==> config.mk <==
export PLATFORM = sky130hd
export DESIGN_NAME = dac_mixer
export DESIGN_NICKNAME = d
export VERILOG_FILES = /design/src/source/sig_gen_pkg.sv /design/src/source/dac_mixer.sv
export SDC_FILE = /design/constraint.sdc
export NUM_CORES = 1
export LEC_CHECK = 0
export ABC_CLOCK_PERIOD_IN_PS = 2500
export CELL_PAD_IN_SITES_DETAIL_PLACEMENT = 2
export CELL_PAD_IN_SITES_GLOBAL_PLACEMENT = 2
export CORE_ASPECT_RATIO = 0.75
export CORE_UTILIZATION = 25
export CTS_BUF_LIST = sky130_fd_sc_hd__clkbuf_4 sky130_fd_sc_hd__clkbuf_8
export CTS_CLUSTER_DIAMETER = 50
export DETAILED_ROUTE_END_ITERATION = 12
export DONT_BUFFER_PORTS = 1
export PLACE_DENSITY_LB_ADDON = 0.1
export SLEW_MARGIN = 10
export SYNTH_ARGS = -nofsm -noshare
export SYNTH_HDL_FRONTEND = slang
export SYNTH_SLANG_ARGS = --single-unit
==> constraint.sdc <==
create_clock -name bus -period 2.5 [get_ports bus]
set_input_delay 0 -clock bus [delete_from_list [all_inputs] [get_ports bus]]
set_output_delay 0 -clock bus [all_outputs]
set_load 0.01 [all_outputs]
==> src/source/sig_gen_pkg.sv <==
/*
 * signal generator shared definitions
 * channel count, data path widths, register map, control word views
 * and the saturation helper used by the channels and the mixer
 */
package sig_gen_pkg;

  ////////////////////
  // data path
  ////////////////////

  // channel count
  localparam int NCH = 2;
  // signed sample width
  localparam int DW = 14;
  // table address width, 256 entries
  localparam int TAW = 8;
  // pointer fixed point, integer part is the table index
  localparam int CWF = 16;
  localparam int CW = TAW + CWF;
  // burst period count
  localparam int BNW = 16;
  // gain, 1.0 = 2^MSH
  localparam int MW = 16;
  localparam int MSH = 13;
  // product width
  localparam int PW = DW + MW;
  // mixer accumulator width
  localparam int XW = DW + $clog2(NCH);
  // signed sample range
  localparam int SMAX = 2**(DW-1) - 1;
  localparam int SMIN = -(2**(DW-1));

  ////////////////////
  // bus and register map
  ////////////////////

  localparam int AW = 12;
  localparam int BW = 32;
  // address bit selecting the channel, then table vs registers
  localparam int ADR_CH = 11;
  localparam int ADR_TBL = 10;
  // offsets within a channel register window
  localparam logic [ADR_TBL-1:0] REG_CTL = 10'h000;
  localparam logic [ADR_TBL-1:0] REG_MODE = 10'h004;
  localparam logic [ADR_TBL-1:0] REG_SIZ = 10'h008;
  localparam logic [ADR_TBL-1:0] REG_OFF = 10'h00c;
  localparam logic [ADR_TBL-1:0] REG_STE = 10'h010;
  localparam logic [ADR_TBL-1:0] REG_BNM = 10'h014;
  localparam logic [ADR_TBL-1:0] REG_MUL = 10'h018;
  localparam logic [ADR_TBL-1:0] REG_SUM = 10'h01c;
  localparam logic [ADR_TBL-1:0] REG_IRQ = 10'h020;
  // bit positions in the mode and interrupt registers
  localparam int MODE_BEN = 0;
  localparam int MODE_INF = 1;
  localparam int MODE_ENA = 2;
  localparam int IRQ_ENA = 0;
  localparam int IRQ_STS = 1;

  // control word as written, command bits
  typedef struct packed {
    logic [26:0] rsv;
    logic trg_ena;
    logic swt;
    logic stp;
    logic str;
    logic rst;
  } ctl_cmd_t;

  // control word as read, status bits
  // trg_ena sits at the same position as in the command view
  typedef struct packed {
    logic [26:0] rsv;
    logic trg_ena;
    logic [1:0] rsv_lo;
    logic last;
    logic running;
  } ctl_sts_t;

  typedef union packed {
    ctl_cmd_t cmd;
    ctl_sts_t sts;
  } ctl_word_u;

  // clamp to the signed sample range
  function automatic logic signed [DW-1:0] sat_dw(input int val);
    if (val > SMAX) begin
      return DW'(SMAX);
    end else if (val < SMIN) begin
      return DW'(SMIN);
    end
    return DW'(val);
  endfunction

endpackage

==> src/source/dac_mixer.sv <==
/*
 * DAC output mixer
 * sums all channel samples and clamps to the signed DAC range,
 * one register stage
 */
module dac_mixer (
  input logic bus,
  input logic ctl_rst,
  input logic signed [sig_gen_pkg::DW-1:0] smp [sig_gen_pkg::NCH],
  output logic signed [sig_gen_pkg::DW-1:0] dac_dat
);

  // wide enough that the sum never wraps
  logic signed [sig_gen_pkg::XW-1:0] acc;

  ////////////////////
  // sum
  ////////////////////

  always_comb begin
    acc = '0;
    // samples are sign extended into the accumulator
    for (int i = 0; i < sig_gen_pkg::NCH; i++) begin
      acc = acc + smp[i];
    end
  end

  ////////////////////
  // clamp and register
  ////////////////////

  always_ff @(posedge bus) begin
    if (ctl_rst) begin
      dac_dat <= '0;
    end else begin
      dac_dat <= sig_gen_pkg::sat_dw(acc);
    end
  end

endmodule

==> key figures <==
Run status
  • Run status: finished, final reports clean

Route
  • DRC violations left: 0
  • Total length of routed wires: 3260 µm
  • Number of vias per cell after detailed routing: 5.31
  • Count of TritonRoute iterations in the first routing pass: 4
  • Post-DR wirelength/cell: approximately 18 µm
  • Drt initial violations: 26
  • Count of vias placed by the detailed router: 983
  • Antenna-violating nets left: 0

Place
  • HPWL Detailed: 2850 µm
  • Final weighted congestion of routability-driven global placement: 0.815
  • Inst Count DP: 181
  • I/O Buffers: 0

STA
  • Slew at the pin closest to its max-slew limit: 0.502 ns
  • Unrepaired setup endpoints after global routing: no
  • Total negative slack for setup checks: 0 ns
  • Slew Limit Fails: 0
  • Period utilization: between 80% and 90%
  • Count of final setup violators: 0
  • Fin crit period: 2.12 ns
  • Final-report hold violation count: 0
  • Max_slew headroom: 66.5%
  • Highest attainable clock frequency: 471 MHz

CTS
  • Clock-pin transition on the worst setup and hold timing paths: 0.05 ns
  • Deepest clock path buffer count: 2
  • Gates resized, CTS repair: 0
  • Cell chosen for the clock root: sky130_fd_sc_hd__clkbuf_8
  • Number of sinks on the clock net: 14
  • Level count of the clock H-tree: 1
  • Number of buffers created by CTS: 3
  • TritonCTS clock tree: done

Power
  • Leakage: 0.488 nW
  • Relative contribution of sequential cells to total power: a little over two fifths
  • Switching power as a share of total power: 35.0%
  • Sw power: around 0.00026 W
  • Part of the power in combinational logic: 34.0%
  • Peak supply drop: around 240 µV
  • Clock network fraction of design power: 22.9%
  • Power Internal: approximately 0.00048 W
  • Power density over the cells: 613 mW/mm²

Cells and area
  • Top library cells by usage in the layout, fill and taps aside: 14 x sky130_fd_sc_hd__ha_1, 14 x sky130_fd_sc_hd__dfxtp_1, 9 x sky130_fd_sc_hd__a21oi_1, 9 x sky130_fd_sc_hd__o31ai_1, 8 x sky130_fd_sc_hd__nor2_1
  • Largest Register: dac_dat
  • Post-route insts no fill: between 150 and 200
  • Biggest regs: dac_dat x14
  • Number of diodes: 0
  • Number of nets in the finished design: approximately 180
  • Area added between synthesis and finish: 9.27%
  • Number of fillers in the final layout: slightly below 500
  • Number of flip-flops in the largest register: 14
  • Fraction of final layout cells with drive strength greater than 1: 4.62%

Yosys
  • Most common flop cell mapped by yosys: sky130_fd_sc_hd__dfxtp_1
  • Synth Area in Simple Gates: 14.4%
  • Fraction of the mapped netlist area in adder cells: 17.8%
  • Post-Synth XOR/XNOR Area: 6.41%
  • Synth unique cells: 33
  • Area fraction in compound gates after synthesis: 30.9%
  • Net count after synthesis: about 180
  • Portion of the post-synthesis area used by sequential elements: ~26%
  • Main combinational cell family by area after synthesis: compound AO/OA/AOI/OAI gates
  • Synthesis warning total: 0
  • Synth Area per Inst: 8.41 µm²
  • Async S/R FF share, synth: 0%
  • Post-synth EDFFs: 0
  • Multiplexer fraction of the synthesized cell area: 0%
  • Register bit total from synthesis: 14
  • Cell count after synthesis: 130
  • Summed instance area of the synthesized netlist: between 0.001 and 0.0015 mm²

Die
  • Starting utilization of the core area: 26.5%
  • Floorplan die area: 0.00465 mm²
  • Num rows: 20
  • Boundary pin count: 44
  • Overall die height: 59.3 µm
  • Core Box Area: 0.00413 mm²
  • Overall die width: roughly 78 µm

Worst setup path
  • Cell at the slowest stage of the critical path: sky130_fd_sc_hd__o41ai_1
  • Worst Path Buf+Inv: 1
  • Category of the critical setup timing path: in -> reg
  • Cell family contributing the most delay on the critical path: compound AO/OA/AOI/OAI gates
  • Largest incremental delay on the critical path: 0.49 ns
  • Termination of the worst setup path: dac_dat[12]
  • Critical Path Sink Type: flip-flop
  • Data required time of the worst path: 2.59 ns
  • Sort of element at the start of the critical path: input port
  • Highest fanout seen on the critical path: 13
  • Library cell appearing most often on the critical path: sky130_fd_sc_hd__a21oi_1
  • List of cells traversed by the critical path: ha_1 -> inv_1 -> fa_1 -> nand2b_1 -> a21oi_1 -> o21ai_0 -> a21oi_1 -> nor2_2 -> o41ai_1
  • Worst Setup SP: smp[0]
  • Worst endpoint data arrival time: 2.21 ns
  • Number of cells on the critical path: 9

Global routing
  • Vias in the first global route: 1027
  • Pin count of the biggest net entering global routing: 15
  • Initial antenna violation count: 0
  • All-layer global routing usage: 14.9%
  • Wire length of the first global-routing pass: 5240 µm
  • Total gr overflow: 0

Hold path
  • HP Class: in -> reg

Flow run
  • Max capacitance violation total: 0
==> how the worst min path moves through the flow <==
stage          startpoint           to  depth (start not counted)
4_1_cts           smp[15]   dac_dat[1]                          3
2_1_floorplan     ctl_rst  dac_dat[12]                          1
6_report          smp[15]   dac_dat[1]                          3
3_5_place_dp      ctl_rst  dac_dat[13]                          1
3_3_place_gp      ctl_rst  dac_dat[13]                          1
5_1_grt           smp[15]   dac_dat[1]                          3
==> area by class of cell <==
| type | count | area (µm²) | share of cell area [%] |
|---|---|---|---|
| Sequential cell | 14 | 280 | 23.5 |
| Clock buffer | 3 | 41.3 | 3.46 |
| Inverter | 7 | 26.3 | 2.20 |
| Tap cell | 55 | 68.8 | 5.76 |
| Multi-Input combinational cell | 104 | 761 | 63.7 |
| Timing Repair Buffer | 2 | 17.5 | 1.47 |
==> layer usage <==
layer | global-route usage, % | share of wire, %
met1 | 22.3 | 54
met3 | 0.923 | 5.1
met4 | 3.97 | 0.49
met2 | 23.3 | 40
met5 | 0 | 0
==> power by group through the flow <==
stage	registers (W)	clock network, W	logic, W
6_report	0.000315	0.000168	0.000249
3_3_place_gp	0.000319	0	0.000237
5_1_grt	0.000322	0.000191	0.000281
4_1_cts	0.000317	0.000175	0.000253
3_5_place_dp	0.000321	0	0.000247
2_1_floorplan	0.000314	0	0.000187
==> logic make-up after synthesis <==
logic type      Yosys count
simple gates             32
xor+xnor                  8
buf+inv                  12
flops                    14
fa+ha+maj                15
compound gates           49
==> per-stage QoR <==
| stage | power [W] | hold WS (ns) | util, % | worst slack, ns | area (µm²) |
|---|---|---|---|---|---|
| 3_5_place_dp | 0.000569 | 0.0842 | 27.7 | 0.147 | 1140 |
| 5_1_grt | 0.000794 | 0.140 | 28.9 | 0.176 | 1190 |
| 3_3_place_gp | 0.000556 | 0.0939 | 27.7 | 0.397 | 1140 |
| 6_report | 0.000732 | 0.130 | 28.9 | 0.379 | 1190 |
| 2_1_floorplan | 0.000501 | 0.101 | - | 0.613 | 1090 |
| 4_1_cts | 0.000744 | 0.132 | 28.9 | 0.362 | 1190 |
==> synth_stat cells (2+ instances only) <==
cell type / number / area (µm²)
sky130_fd_sc_hd__a21boi_0: 2 / 15.0
sky130_fd_sc_hd__a21o_1: 4 / 30.0
sky130_fd_sc_hd__a21oi_1: 9 / 45.0
sky130_fd_sc_hd__a31oi_1: 3 / 18.8
sky130_fd_sc_hd__clkbuf_1: 3 / 11.3
sky130_fd_sc_hd__dfxtp_1: 14 / 280
sky130_fd_sc_hd__ha_1: 14 / 175
sky130_fd_sc_hd__inv_1: 7 / 26.3
sky130_fd_sc_hd__nand2_1: 7 / 26.3
sky130_fd_sc_hd__nand2b_1: 5 / 31.3
sky130_fd_sc_hd__nand3_1: 3 / 15.0
sky130_fd_sc_hd__nor2_1: 8 / 30.0
sky130_fd_sc_hd__nor3_1: 3 / 15.0
sky130_fd_sc_hd__o211ai_1: 4 / 30.0
sky130_fd_sc_hd__o21a_1: 5 / 37.5
sky130_fd_sc_hd__o21ai_0: 6 / 30.0
sky130_fd_sc_hd__o31ai_1: 9 / 67.6
sky130_fd_sc_hd__o41ai_1: 3 / 26.3
sky130_fd_sc_hd__xnor2_1: 3 / 26.3
sky130_fd_sc_hd__xor2_1: 5 / 43.8
==> worst min-delay path, cell delays in order <==
cell and delay (ns):
sky130_fd_sc_hd__inv_1 0.06, sky130_fd_sc_hd__fa_1 0.16, sky130_fd_sc_hd__o31ai_1 0.09
==> what timing repair did <==
action,in CTS,in global routing
setup buffers,0,0
endpoints found under the hold margin,14,0
hold buffers,1,0
Note: power is estimated with default switching activity, not from simulation.
