### src/source/sig_gen_pkg.sv
/*
 * signal generator shared definitions
 * channel count, data path widths, register map, control word views
 * and the saturation helper used by the channels and the mixer
 */
package sig_gen_pkg;

  ////////////////////
  // data path
  ////////////////////

  // channel count
  localparam int NCH = 2;
  // signed sample width
  localparam int DW = 14;
  // table address width, 256 entries
  localparam int TAW = 8;
  // pointer fixed point, integer part is the table index
  localparam int CWF = 16;
  localparam int CW = TAW + CWF;
  // burst period count
  localparam int BNW = 16;
  // gain, 1.0 = 2^MSH
  localparam int MW = 16;
  localparam int MSH = 13;
  // product width
  localparam int PW = DW + MW;
  // mixer accumulator width
  localparam int XW = DW + $clog2(NCH);
  // signed sample range
  localparam int SMAX = 2**(DW-1) - 1;
  localparam int SMIN = -(2**(DW-1));

  ////////////////////
  // bus and register map
  ////////////////////

  localparam int AW = 12;
  localparam int BW = 32;
  // address bit selecting the channel, then table vs registers
  localparam int ADR_CH = 11;
  localparam int ADR_TBL = 10;
  // offsets within a channel register window
  localparam logic [ADR_TBL-1:0] REG_CTL = 10'h000;
  localparam logic [ADR_TBL-1:0] REG_MODE = 10'h004;
  localparam logic [ADR_TBL-1:0] REG_SIZ = 10'h008;
  localparam logic [ADR_TBL-1:0] REG_OFF = 10'h00c;
  localparam logic [ADR_TBL-1:0] REG_STE = 10'h010;
  localparam logic [ADR_TBL-1:0] REG_BNM = 10'h014;
  localparam logic [ADR_TBL-1:0] REG_MUL = 10'h018;
  localparam logic [ADR_TBL-1:0] REG_SUM = 10'h01c;
  localparam logic [ADR_TBL-1:0] REG_IRQ = 10'h020;
  // bit positions in the mode and interrupt registers
  localparam int MODE_BEN = 0;
  localparam int MODE_INF = 1;
  localparam int MODE_ENA = 2;
  localparam int IRQ_ENA = 0;
  localparam int IRQ_STS = 1;

  // control word as written, command bits
  typedef struct packed {
    logic [26:0] rsv;
    logic trg_ena;
    logic swt;
    logic stp;
    logic str;
    logic rst;
  } ctl_cmd_t;

  // control word as read, status bits
  // trg_ena sits at the same position as in the command view
  typedef struct packed {
    logic [26:0] rsv;
    logic trg_ena;
    logic [1:0] rsv_lo;
    logic last;
    logic running;
  } ctl_sts_t;

  typedef union packed {
    ctl_cmd_t cmd;
    ctl_sts_t sts;
  } ctl_word_u;

  // clamp to the signed sample range
  function automatic logic signed [DW-1:0] sat_dw(input int val);
    if (val > SMAX) begin
      return DW'(SMAX);
    end else if (val < SMIN) begin
      return DW'(SMIN);
    end
    return DW'(val);
  endfunction

endpackage

### src/source/gen_chan_if.sv
/*
 * generator channel link
 * configuration, command pulses and table writes from the register bank,
 * run state and burst status back from the channel
 */
interface gen_chan_if;

  // mode
  logic cfg_ben;
  logic cfg_inf;
  // pointer setup, fixed point
  logic [sig_gen_pkg::CW-1:0] cfg_siz;
  logic [sig_gen_pkg::CW-1:0] cfg_off;
  logic [sig_gen_pkg::CW-1:0] cfg_ste;
  // burst length in table periods
  logic [sig_gen_pkg::BNW-1:0] cfg_bnm;
  // linear transform and output enable
  logic signed [sig_gen_pkg::MW-1:0] cfg_mul;
  logic signed [sig_gen_pkg::DW-1:0] cfg_sum;
  logic cfg_ena;
  // single cycle commands
  logic cmd_rst;
  logic cmd_str;
  logic cmd_stp;
  logic cmd_trg;
  // table write port
  logic tbl_we;
  logic [sig_gen_pkg::TAW-1:0] tbl_addr;
  logic signed [sig_gen_pkg::DW-1:0] tbl_wdata;
  // channel status
  logic sts_run;
  logic evn_lst;
  logic [sig_gen_pkg::BNW-1:0] sts_bnm;

  modport regs (
    output cfg_ben, cfg_inf, cfg_siz, cfg_off, cfg_ste, cfg_bnm,
    output cfg_mul, cfg_sum, cfg_ena,
    output cmd_rst, cmd_str, cmd_stp, cmd_trg,
    output tbl_we, tbl_addr, tbl_wdata,
    input sts_run, evn_lst, sts_bnm
  );

  modport chan (
    input cfg_ben, cfg_inf, cfg_siz, cfg_off, cfg_ste, cfg_bnm,
    input cfg_mul, cfg_sum, cfg_ena,
    input cmd_rst, cmd_str, cmd_stp, cmd_trg,
    input tbl_we, tbl_addr, tbl_wdata,
    output sts_run, evn_lst, sts_bnm
  );

endinterface

### src/source/gen_channel.sv
/*
 * generator channel
 * waveform table, armed/running control with a fixed point pointer
 * and burst counter, then gain, offset and saturation over 3 stages
 */
module gen_channel (
  input logic bus,
  input logic ctl_rst,
  gen_chan_if.chan cfg,
  output logic signed [sig_gen_pkg::DW-1:0] smp
);

  // waveform table
  logic signed [sig_gen_pkg::DW-1:0] mem [2**sig_gen_pkg::TAW];

  // control state
  logic arm;
  logic run;
  logic lst;
  logic [sig_gen_pkg::BNW-1:0] bnm;
  logic [sig_gen_pkg::BNW-1:0] bnm_nxt;
  logic start;
  logic done;

  // pointer, one carry bit on the add
  logic [sig_gen_pkg::CW-1:0] ptr;
  logic [sig_gen_pkg::CW:0] ptr_add;
  logic [sig_gen_pkg::CW:0] ptr_wrp;
  logic wrap;

  // pipeline
  logic [1:0] vld;
  logic signed [sig_gen_pkg::DW-1:0] rd_dat;
  logic signed [sig_gen_pkg::PW-1:0] mul;
  logic signed [sig_gen_pkg::PW:0] acc;

  ////////////////////
  // table memory
  ////////////////////

  always_ff @(posedge bus) begin
    if (cfg.tbl_we) begin
      mem[cfg.tbl_addr] <= cfg.tbl_wdata;
    end
  end

  ////////////////////
  // pointer and FSM
  ////////////////////

  // next pointer and modulo wrap
  assign ptr_add = {1'b0, ptr} + {1'b0, cfg.cfg_ste};
  assign wrap = ptr_add >= {1'b0, cfg.cfg_siz};
  assign ptr_wrp = ptr_add - {1'b0, cfg.cfg_siz};

  // trigger only counts while armed
  assign start = arm & cfg.cmd_trg;
  assign bnm_nxt = bnm + 1'b1;
  // finite burst ends on the wrap that reaches the period count
  assign done = run & wrap & cfg.cfg_ben & ~cfg.cfg_inf & (bnm_nxt == cfg.cfg_bnm);

  always_ff @(posedge bus) begin
    if (ctl_rst) begin
      arm <= 1'b0;
      run <= 1'b0;
      lst <= 1'b0;
      bnm <= '0;
    end else begin
      lst <= 1'b0;
      if (cfg.cmd_rst) begin
        arm <= 1'b0;
        run <= 1'b0;
        bnm <= '0;
      end else if (cfg.cmd_stp) begin
        arm <= 1'b0;
        run <= 1'b0;
      end else begin
        if (cfg.cmd_str) begin
          arm <= 1'b1;
        end
        if (start) begin
          // one shot, the trigger uses up the arm
          arm <= 1'b0;
          run <= 1'b1;
          bnm <= '0;
        end else if (run & wrap) begin
          bnm <= bnm_nxt;
          if (done) begin
            run <= 1'b0;
            lst <= 1'b1;
          end
        end
      end
    end
  end

  // phase load on start, step while running
  always_ff @(posedge bus) begin
    if (start) begin
      ptr <= cfg.cfg_off;
    end else if (run) begin
      if (wrap) begin
        ptr <= ptr_wrp[sig_gen_pkg::CW-1:0];
      end else begin
        ptr <= ptr_add[sig_gen_pkg::CW-1:0];
      end
    end
  end

  assign cfg.sts_run = run;
  assign cfg.evn_lst = lst;
  assign cfg.sts_bnm = bnm;

  ////////////////////
  // sample pipeline
  ////////////////////

  // valid follows run through read and multiply
  always_ff @(posedge bus) begin
    if (ctl_rst) begin
      vld <= '0;
    end else begin
      vld <= {vld[0], run};
    end
  end

  // stage 1 table read at the integer part, stage 2 gain
  always_ff @(posedge bus) begin
    rd_dat <= mem[ptr[sig_gen_pkg::CW-1:sig_gen_pkg::CWF]];
    mul <= rd_dat * cfg.cfg_mul;
  end

  // drop the gain fraction, add the offset
  assign acc = (mul >>> sig_gen_pkg::MSH) + cfg.cfg_sum;

  // stage 3 saturate, zero when idle or disabled
  always_ff @(posedge bus) begin
    if (ctl_rst) begin
      smp <= '0;
    end else if (vld[1] & cfg.cfg_ena) begin
      smp <= sig_gen_pkg::sat_dw(acc);
    end else begin
      smp <= '0;
    end
  end

endmodule

### src/flat_wrapper.sv
// flat-port wrapper written by rule: the top's interface ports become plain ports
module gen_channel_flat 
  (bus, ctl_rst, smp, cfg_cfg_ben, cfg_cfg_inf, cfg_cfg_siz, cfg_cfg_off, cfg_cfg_ste, cfg_cfg_bnm, cfg_cfg_mul, cfg_cfg_sum, cfg_cfg_ena, cfg_cmd_rst, cfg_cmd_str, cfg_cmd_stp, cfg_cmd_trg, cfg_tbl_we, cfg_tbl_addr, cfg_tbl_wdata, cfg_sts_run, cfg_evn_lst, cfg_sts_bnm);
  gen_chan_if cfg_i ();
  input logic bus;
  input logic ctl_rst;
  output logic signed [sig_gen_pkg::DW-1:0] smp;
  input wire logic [$bits(cfg_i.cfg_ben)-1:0] cfg_cfg_ben;
  input wire logic [$bits(cfg_i.cfg_inf)-1:0] cfg_cfg_inf;
  input wire logic [$bits(cfg_i.cfg_siz)-1:0] cfg_cfg_siz;
  input wire logic [$bits(cfg_i.cfg_off)-1:0] cfg_cfg_off;
  input wire logic [$bits(cfg_i.cfg_ste)-1:0] cfg_cfg_ste;
  input wire logic [$bits(cfg_i.cfg_bnm)-1:0] cfg_cfg_bnm;
  input wire logic [$bits(cfg_i.cfg_mul)-1:0] cfg_cfg_mul;
  input wire logic [$bits(cfg_i.cfg_sum)-1:0] cfg_cfg_sum;
  input wire logic [$bits(cfg_i.cfg_ena)-1:0] cfg_cfg_ena;
  input wire logic [$bits(cfg_i.cmd_rst)-1:0] cfg_cmd_rst;
  input wire logic [$bits(cfg_i.cmd_str)-1:0] cfg_cmd_str;
  input wire logic [$bits(cfg_i.cmd_stp)-1:0] cfg_cmd_stp;
  input wire logic [$bits(cfg_i.cmd_trg)-1:0] cfg_cmd_trg;
  input wire logic [$bits(cfg_i.tbl_we)-1:0] cfg_tbl_we;
  input wire logic [$bits(cfg_i.tbl_addr)-1:0] cfg_tbl_addr;
  input wire logic [$bits(cfg_i.tbl_wdata)-1:0] cfg_tbl_wdata;
  output wire logic [$bits(cfg_i.sts_run)-1:0] cfg_sts_run;
  output wire logic [$bits(cfg_i.evn_lst)-1:0] cfg_evn_lst;
  output wire logic [$bits(cfg_i.sts_bnm)-1:0] cfg_sts_bnm;
  assign cfg_i.cfg_ben = cfg_cfg_ben;
  assign cfg_i.cfg_inf = cfg_cfg_inf;
  assign cfg_i.cfg_siz = cfg_cfg_siz;
  assign cfg_i.cfg_off = cfg_cfg_off;
  assign cfg_i.cfg_ste = cfg_cfg_ste;
  assign cfg_i.cfg_bnm = cfg_cfg_bnm;
  assign cfg_i.cfg_mul = cfg_cfg_mul;
  assign cfg_i.cfg_sum = cfg_cfg_sum;
  assign cfg_i.cfg_ena = cfg_cfg_ena;
  assign cfg_i.cmd_rst = cfg_cmd_rst;
  assign cfg_i.cmd_str = cfg_cmd_str;
  assign cfg_i.cmd_stp = cfg_cmd_stp;
  assign cfg_i.cmd_trg = cfg_cmd_trg;
  assign cfg_i.tbl_we = cfg_tbl_we;
  assign cfg_i.tbl_addr = cfg_tbl_addr;
  assign cfg_i.tbl_wdata = cfg_tbl_wdata;
  assign cfg_sts_run = cfg_i.sts_run;
  assign cfg_evn_lst = cfg_i.evn_lst;
  assign cfg_sts_bnm = cfg_i.sts_bnm;
  gen_channel u_core (.bus(bus), .ctl_rst(ctl_rst), .cfg(cfg_i), .smp(smp));
endmodule
### config.mk
export PLATFORM = sky130hd
export DESIGN_NAME = gen_channel_flat
export DESIGN_NICKNAME = d
export VERILOG_FILES = /design/src/source/sig_gen_pkg.sv /design/src/source/gen_chan_if.sv /design/src/source/gen_channel.sv /design/src/flat_wrapper.sv
export SDC_FILE = /design/constraint.sdc
export NUM_CORES = 2
export LEC_CHECK = 0
export BUFFER_PORTS_ARGS = -buffer_cell sky130_fd_sc_hd__clkbuf_2
export CAP_MARGIN = 0
export CELL_PAD_IN_SITES_DETAIL_PLACEMENT = 1
export CELL_PAD_IN_SITES_GLOBAL_PLACEMENT = 1
export CORE_ASPECT_RATIO = 1.75
export CORE_MARGIN = 2
export CORE_UTILIZATION = 40
export DETAILED_ROUTE_END_ITERATION = 8
export HOLD_SLACK_MARGIN = 0.12
export PLACE_DENSITY_LB_ADDON = 0.1
export REMOVE_ABC_BUFFERS = 1
export SKIP_LAST_GASP = 1
export SLEW_MARGIN = 20
export SYNTH_ARGS = -nofsm -noshare
export SYNTH_HDL_FRONTEND = slang
export SYNTH_SLANG_ARGS = --single-unit
### constraint.sdc
create_clock -name bus -period 7.81 [get_ports bus]
set_input_delay 1.562 -clock bus [delete_from_list [all_inputs] [get_ports bus]]
set_output_delay 1.562 -clock bus [all_outputs]
set_load 0.03 [all_outputs]
==> out/metrics.cfg <==
[clock_network]
cts.sinks = 3674
cts-root-buf = clkbuf_16
numCtsBuffers = 344
clk_latency_ns = 0.91
cts.repair.resized = 0
cts_tree = built
clk_pin_slew_ns = 0.07
cts-htree-levels = 5
cts_buffer_depth = 4
cts_setup_buffers = 0
hold_buffers = 0

[yosys]
netlist_instances = 7132
ys_seq_area_share_pct = 72.3
synth.avg_cell_area_um2 = 21.3
synth_edf_count = 3608
ys.flop_type = edfxtp_1
syn_area_um2 = 152000
ys_warn_count = 0
ys_types = 68
async_flop_share_pct = 0
yosys_register_bits = 3674

[die]
core_region_area_um2 = 378000
dieArea_um2 = 385000
rows = 299
die_w_um = 470
pin_count = 182
initial_utilization_pct = 40.1
die_h_um = 819

[route]
routed-wl-met3_mm = 15.1
viasPerCell = 5.65
wl_met2_mm = 243
route.detailed.drc = 0
num_vias = 72734
highest-signal-layer = met5
ant_nets = 0
m1WireLength_mm = 160
wl_per_cell_um = 33.6
drt_first_pass_iters = 5
drtIter0Drc = 5665
wirelength_mm = 433

[min_path]
holdCritStartpoint = u_core.vld[0]
hp-class = reg -> reg

[timing]
setup-violations-final = 0
rsz0062_at_grt = false
worst_pin_slew_ns = 1.18
max_freq_mhz = 147
timing.hold.ws_ns = 0.441
period_share_pct = 87.4
fin_crit_ns = 6.82
final_hold_viol_count = 0
slew_headroom_pct = 21.1
maxSlewViolCount = 0
clock_skew_ns = 0.0428
tns_ns = 0

[critical_path]
reg2reg_from = u_core.rd_dat[2]
r2r_slack_ns = 0.99
critPathCaptureType = register
criticalPathCategory = reg -> reg
crit_path_max_fanout = 16
crit_required_ns = 8.66
crit_end = u_core.mul[29]
reg2reg_to = u_core.mul[29]
crit_arrival_ns = 7.67
reg2reg_depth = 22
startpoint = u_core.rd_dat[2]
worstSetupStartpointType = register

[power_and_ir_drop]
ir_drop_mv = 0.244
p_leak_uw = 0.0551
p_per_area_nw_per_um2 = 270

[job]
max_cap_viol_count = 0

[grt]
grt_pass1_wl_mm = 618
grt_overflow = 0
grt_pass1_vias = 80352
grt_usage_pct = 22.5
grt_max_degree = 189
antenna_found_initial = 16

[cells_and_area]
final_cell_mix = edfxtp_1 (3,608), mux4_2 (1,176), clkbuf_16 (349), buf_4 (303), inv_1 (293)
layout_commonest_cell = edfxtp_1
drive_above_1_share_pct = 28.5
fin_nets = 8134
area.growth.synth_to_final_pct = 13.1
final_util_pct = 45.4

[placement]
portBuffers = 181
place_hpwl_mm = 271
place_congestion = 0.801

[outcome]
status = completed

==> sequential cells by signal (all words and copies together), names as in the netlist <==
register            cells
u_core.mem           3584
u_core.ptr             24
u_core.mul             17
u_core.cfg.sts_bnm     16
u_core.rd_dat          14
u_core.smp             14
u_core.vld              2
u_core.arm              1
u_core.cfg.evn_lst      1
u_core.cfg.sts_run      1
==> report_power, final <==
group	switching, uW	internal, uW	leakage (uW)
Combinational	4180	3350	0.0168
Sequential	66.3	21800	0.0330
Clock	7480	9410	0.00530
==> layout make-up <==
| type | instances | area [um^2] |
|---|---|---|
| antenna | 11 | 27.5 |
| timing repair buffer | 515 | 3950 |
| multi-input combinational | 2800 | 39800 |
| tap | 4966 | 6210 |
| fill | 34282 | 207000 |
| inverter | 294 | 1100 |
| clock buffer | 436 | 9070 |
| clock inverter | 180 | 1880 |
| sequential | 3674 | 110000 |
==> metal layers <==
metal  track usage, %  vias up
li1                 -    30186
met1             26.4    40459
met2             43.0     1519
met3             2.50      556
met4             6.98       14
met5           0.0987        -
==> kinds of logic (layout without fill, tap and decap cells) <==
group | count (synthesis) | after routing | share of synthesized area [%]
AOI/OAI and AO/OA | 321 | 321 | 1.42
DFF | 3674 | 3674 | 72.3
muxes | 1182 | 1182 | 17.5
buffers and inverters | 658 | 1425 | 1.72
adders and majority gates | 355 | 355 | 4.02
other | 0 | 11 | 0
and+or+nand+nor | 849 | 849 | 2.56
xor gates and xnor gates | 93 | 93 | 0.537
==> worst max-delay path: stages (launching register included) <==
cell,delay (ns)
dfxtp_1,0.85
nand2_1,0.29
fa_1,0.59
inv_1,0.06
fa_1,0.49
fa_1,0.52
fa_1,0.51
fa_1,0.49
inv_1,0.06
fa_1,0.50
inv_1,0.04
ha_1,0.29
and4_1,0.24
o211a_1,0.13
o311ai_0,0.10
buf_4,0.21
a31oi_1,0.08
buf_4,0.16
o21ai_0,0.28
a31oi_1,0.18
o41a_1,0.36
a21oi_1,0.18
xnor2_1,0.14
==> through the flow <==
| step | total power (uW) | instances | area [um^2] | setup WS, ns |
|---|---|---|---|---|
| 2_1_floorplan | 28100 | 6768 | 150000 | -31.57 |
| 3_3_place_gp | 29900 | 12248 | 161000 | -0.0486 |
| 3_5_place_dp | 30100 | 12248 | 161000 | -0.0391 |
| 4_1_cts | 47000 | 12864 | 172000 | 0.833 |
| 5_1_grt | 48400 | 12868 | 172000 | 0.605 |
| 6_report | 46300 | 12876 | 172000 | 0.985 |
==> Yosys cell counts (10+ instances only) <==
| cell type | instances | area [um^2] |
|---|---|---|
| edfxtp_1 | 3608 | 108000 |
| mux4_2 | 1176 | 26500 |
| nor2_1 | 352 | 1320 |
| inv_1 | 293 | 1100 |
| clkbuf_1 | 241 | 905 |
| fa_1 | 221 | 4420 |
| nand2_1 | 190 | 713 |
| ha_1 | 134 | 1680 |
| and2_1 | 124 | 776 |
| buf_2 | 91 | 455 |
| xnor2_1 | 68 | 596 |
| dfxtp_1 | 66 | 1320 |
| a21oi_1 | 65 | 325 |
| o21ai_0 | 58 | 290 |
| nand3_1 | 45 | 225 |
| nor3_1 | 35 | 175 |
| a31oi_1 | 31 | 194 |
| a22oi_1 | 28 | 210 |
| buf_1 | 25 | 93.8 |
| xor2_1 | 25 | 219 |
| nor2b_1 | 24 | 150 |
| a21o_1 | 22 | 165 |
| a211oi_1 | 15 | 113 |
| nand4_1 | 15 | 93.8 |
| o21a_1 | 15 | 113 |
| nand2b_1 | 13 | 81.3 |
| nor4_1 | 13 | 81.3 |
| o31ai_1 | 12 | 90.1 |
| and3_1 | 10 | 62.6 |
==> worst min-delay path by stage <==
stage | end | cells past startpoint | slack [ns]
2_1_floorplan | u_core.vld[1] | 1 | 0.41
3_3_place_gp | u_core.vld[1] | 1 | 0.43
3_5_place_dp | u_core.vld[1] | 1 | 0.43
4_1_cts | u_core.vld[1] | 1 | 0.44
5_1_grt | u_core.vld[1] | 1 | 0.47
6_report | u_core.vld[1] | 1 | 0.44
No activity file was read; power rests on OpenSTA's default activity.
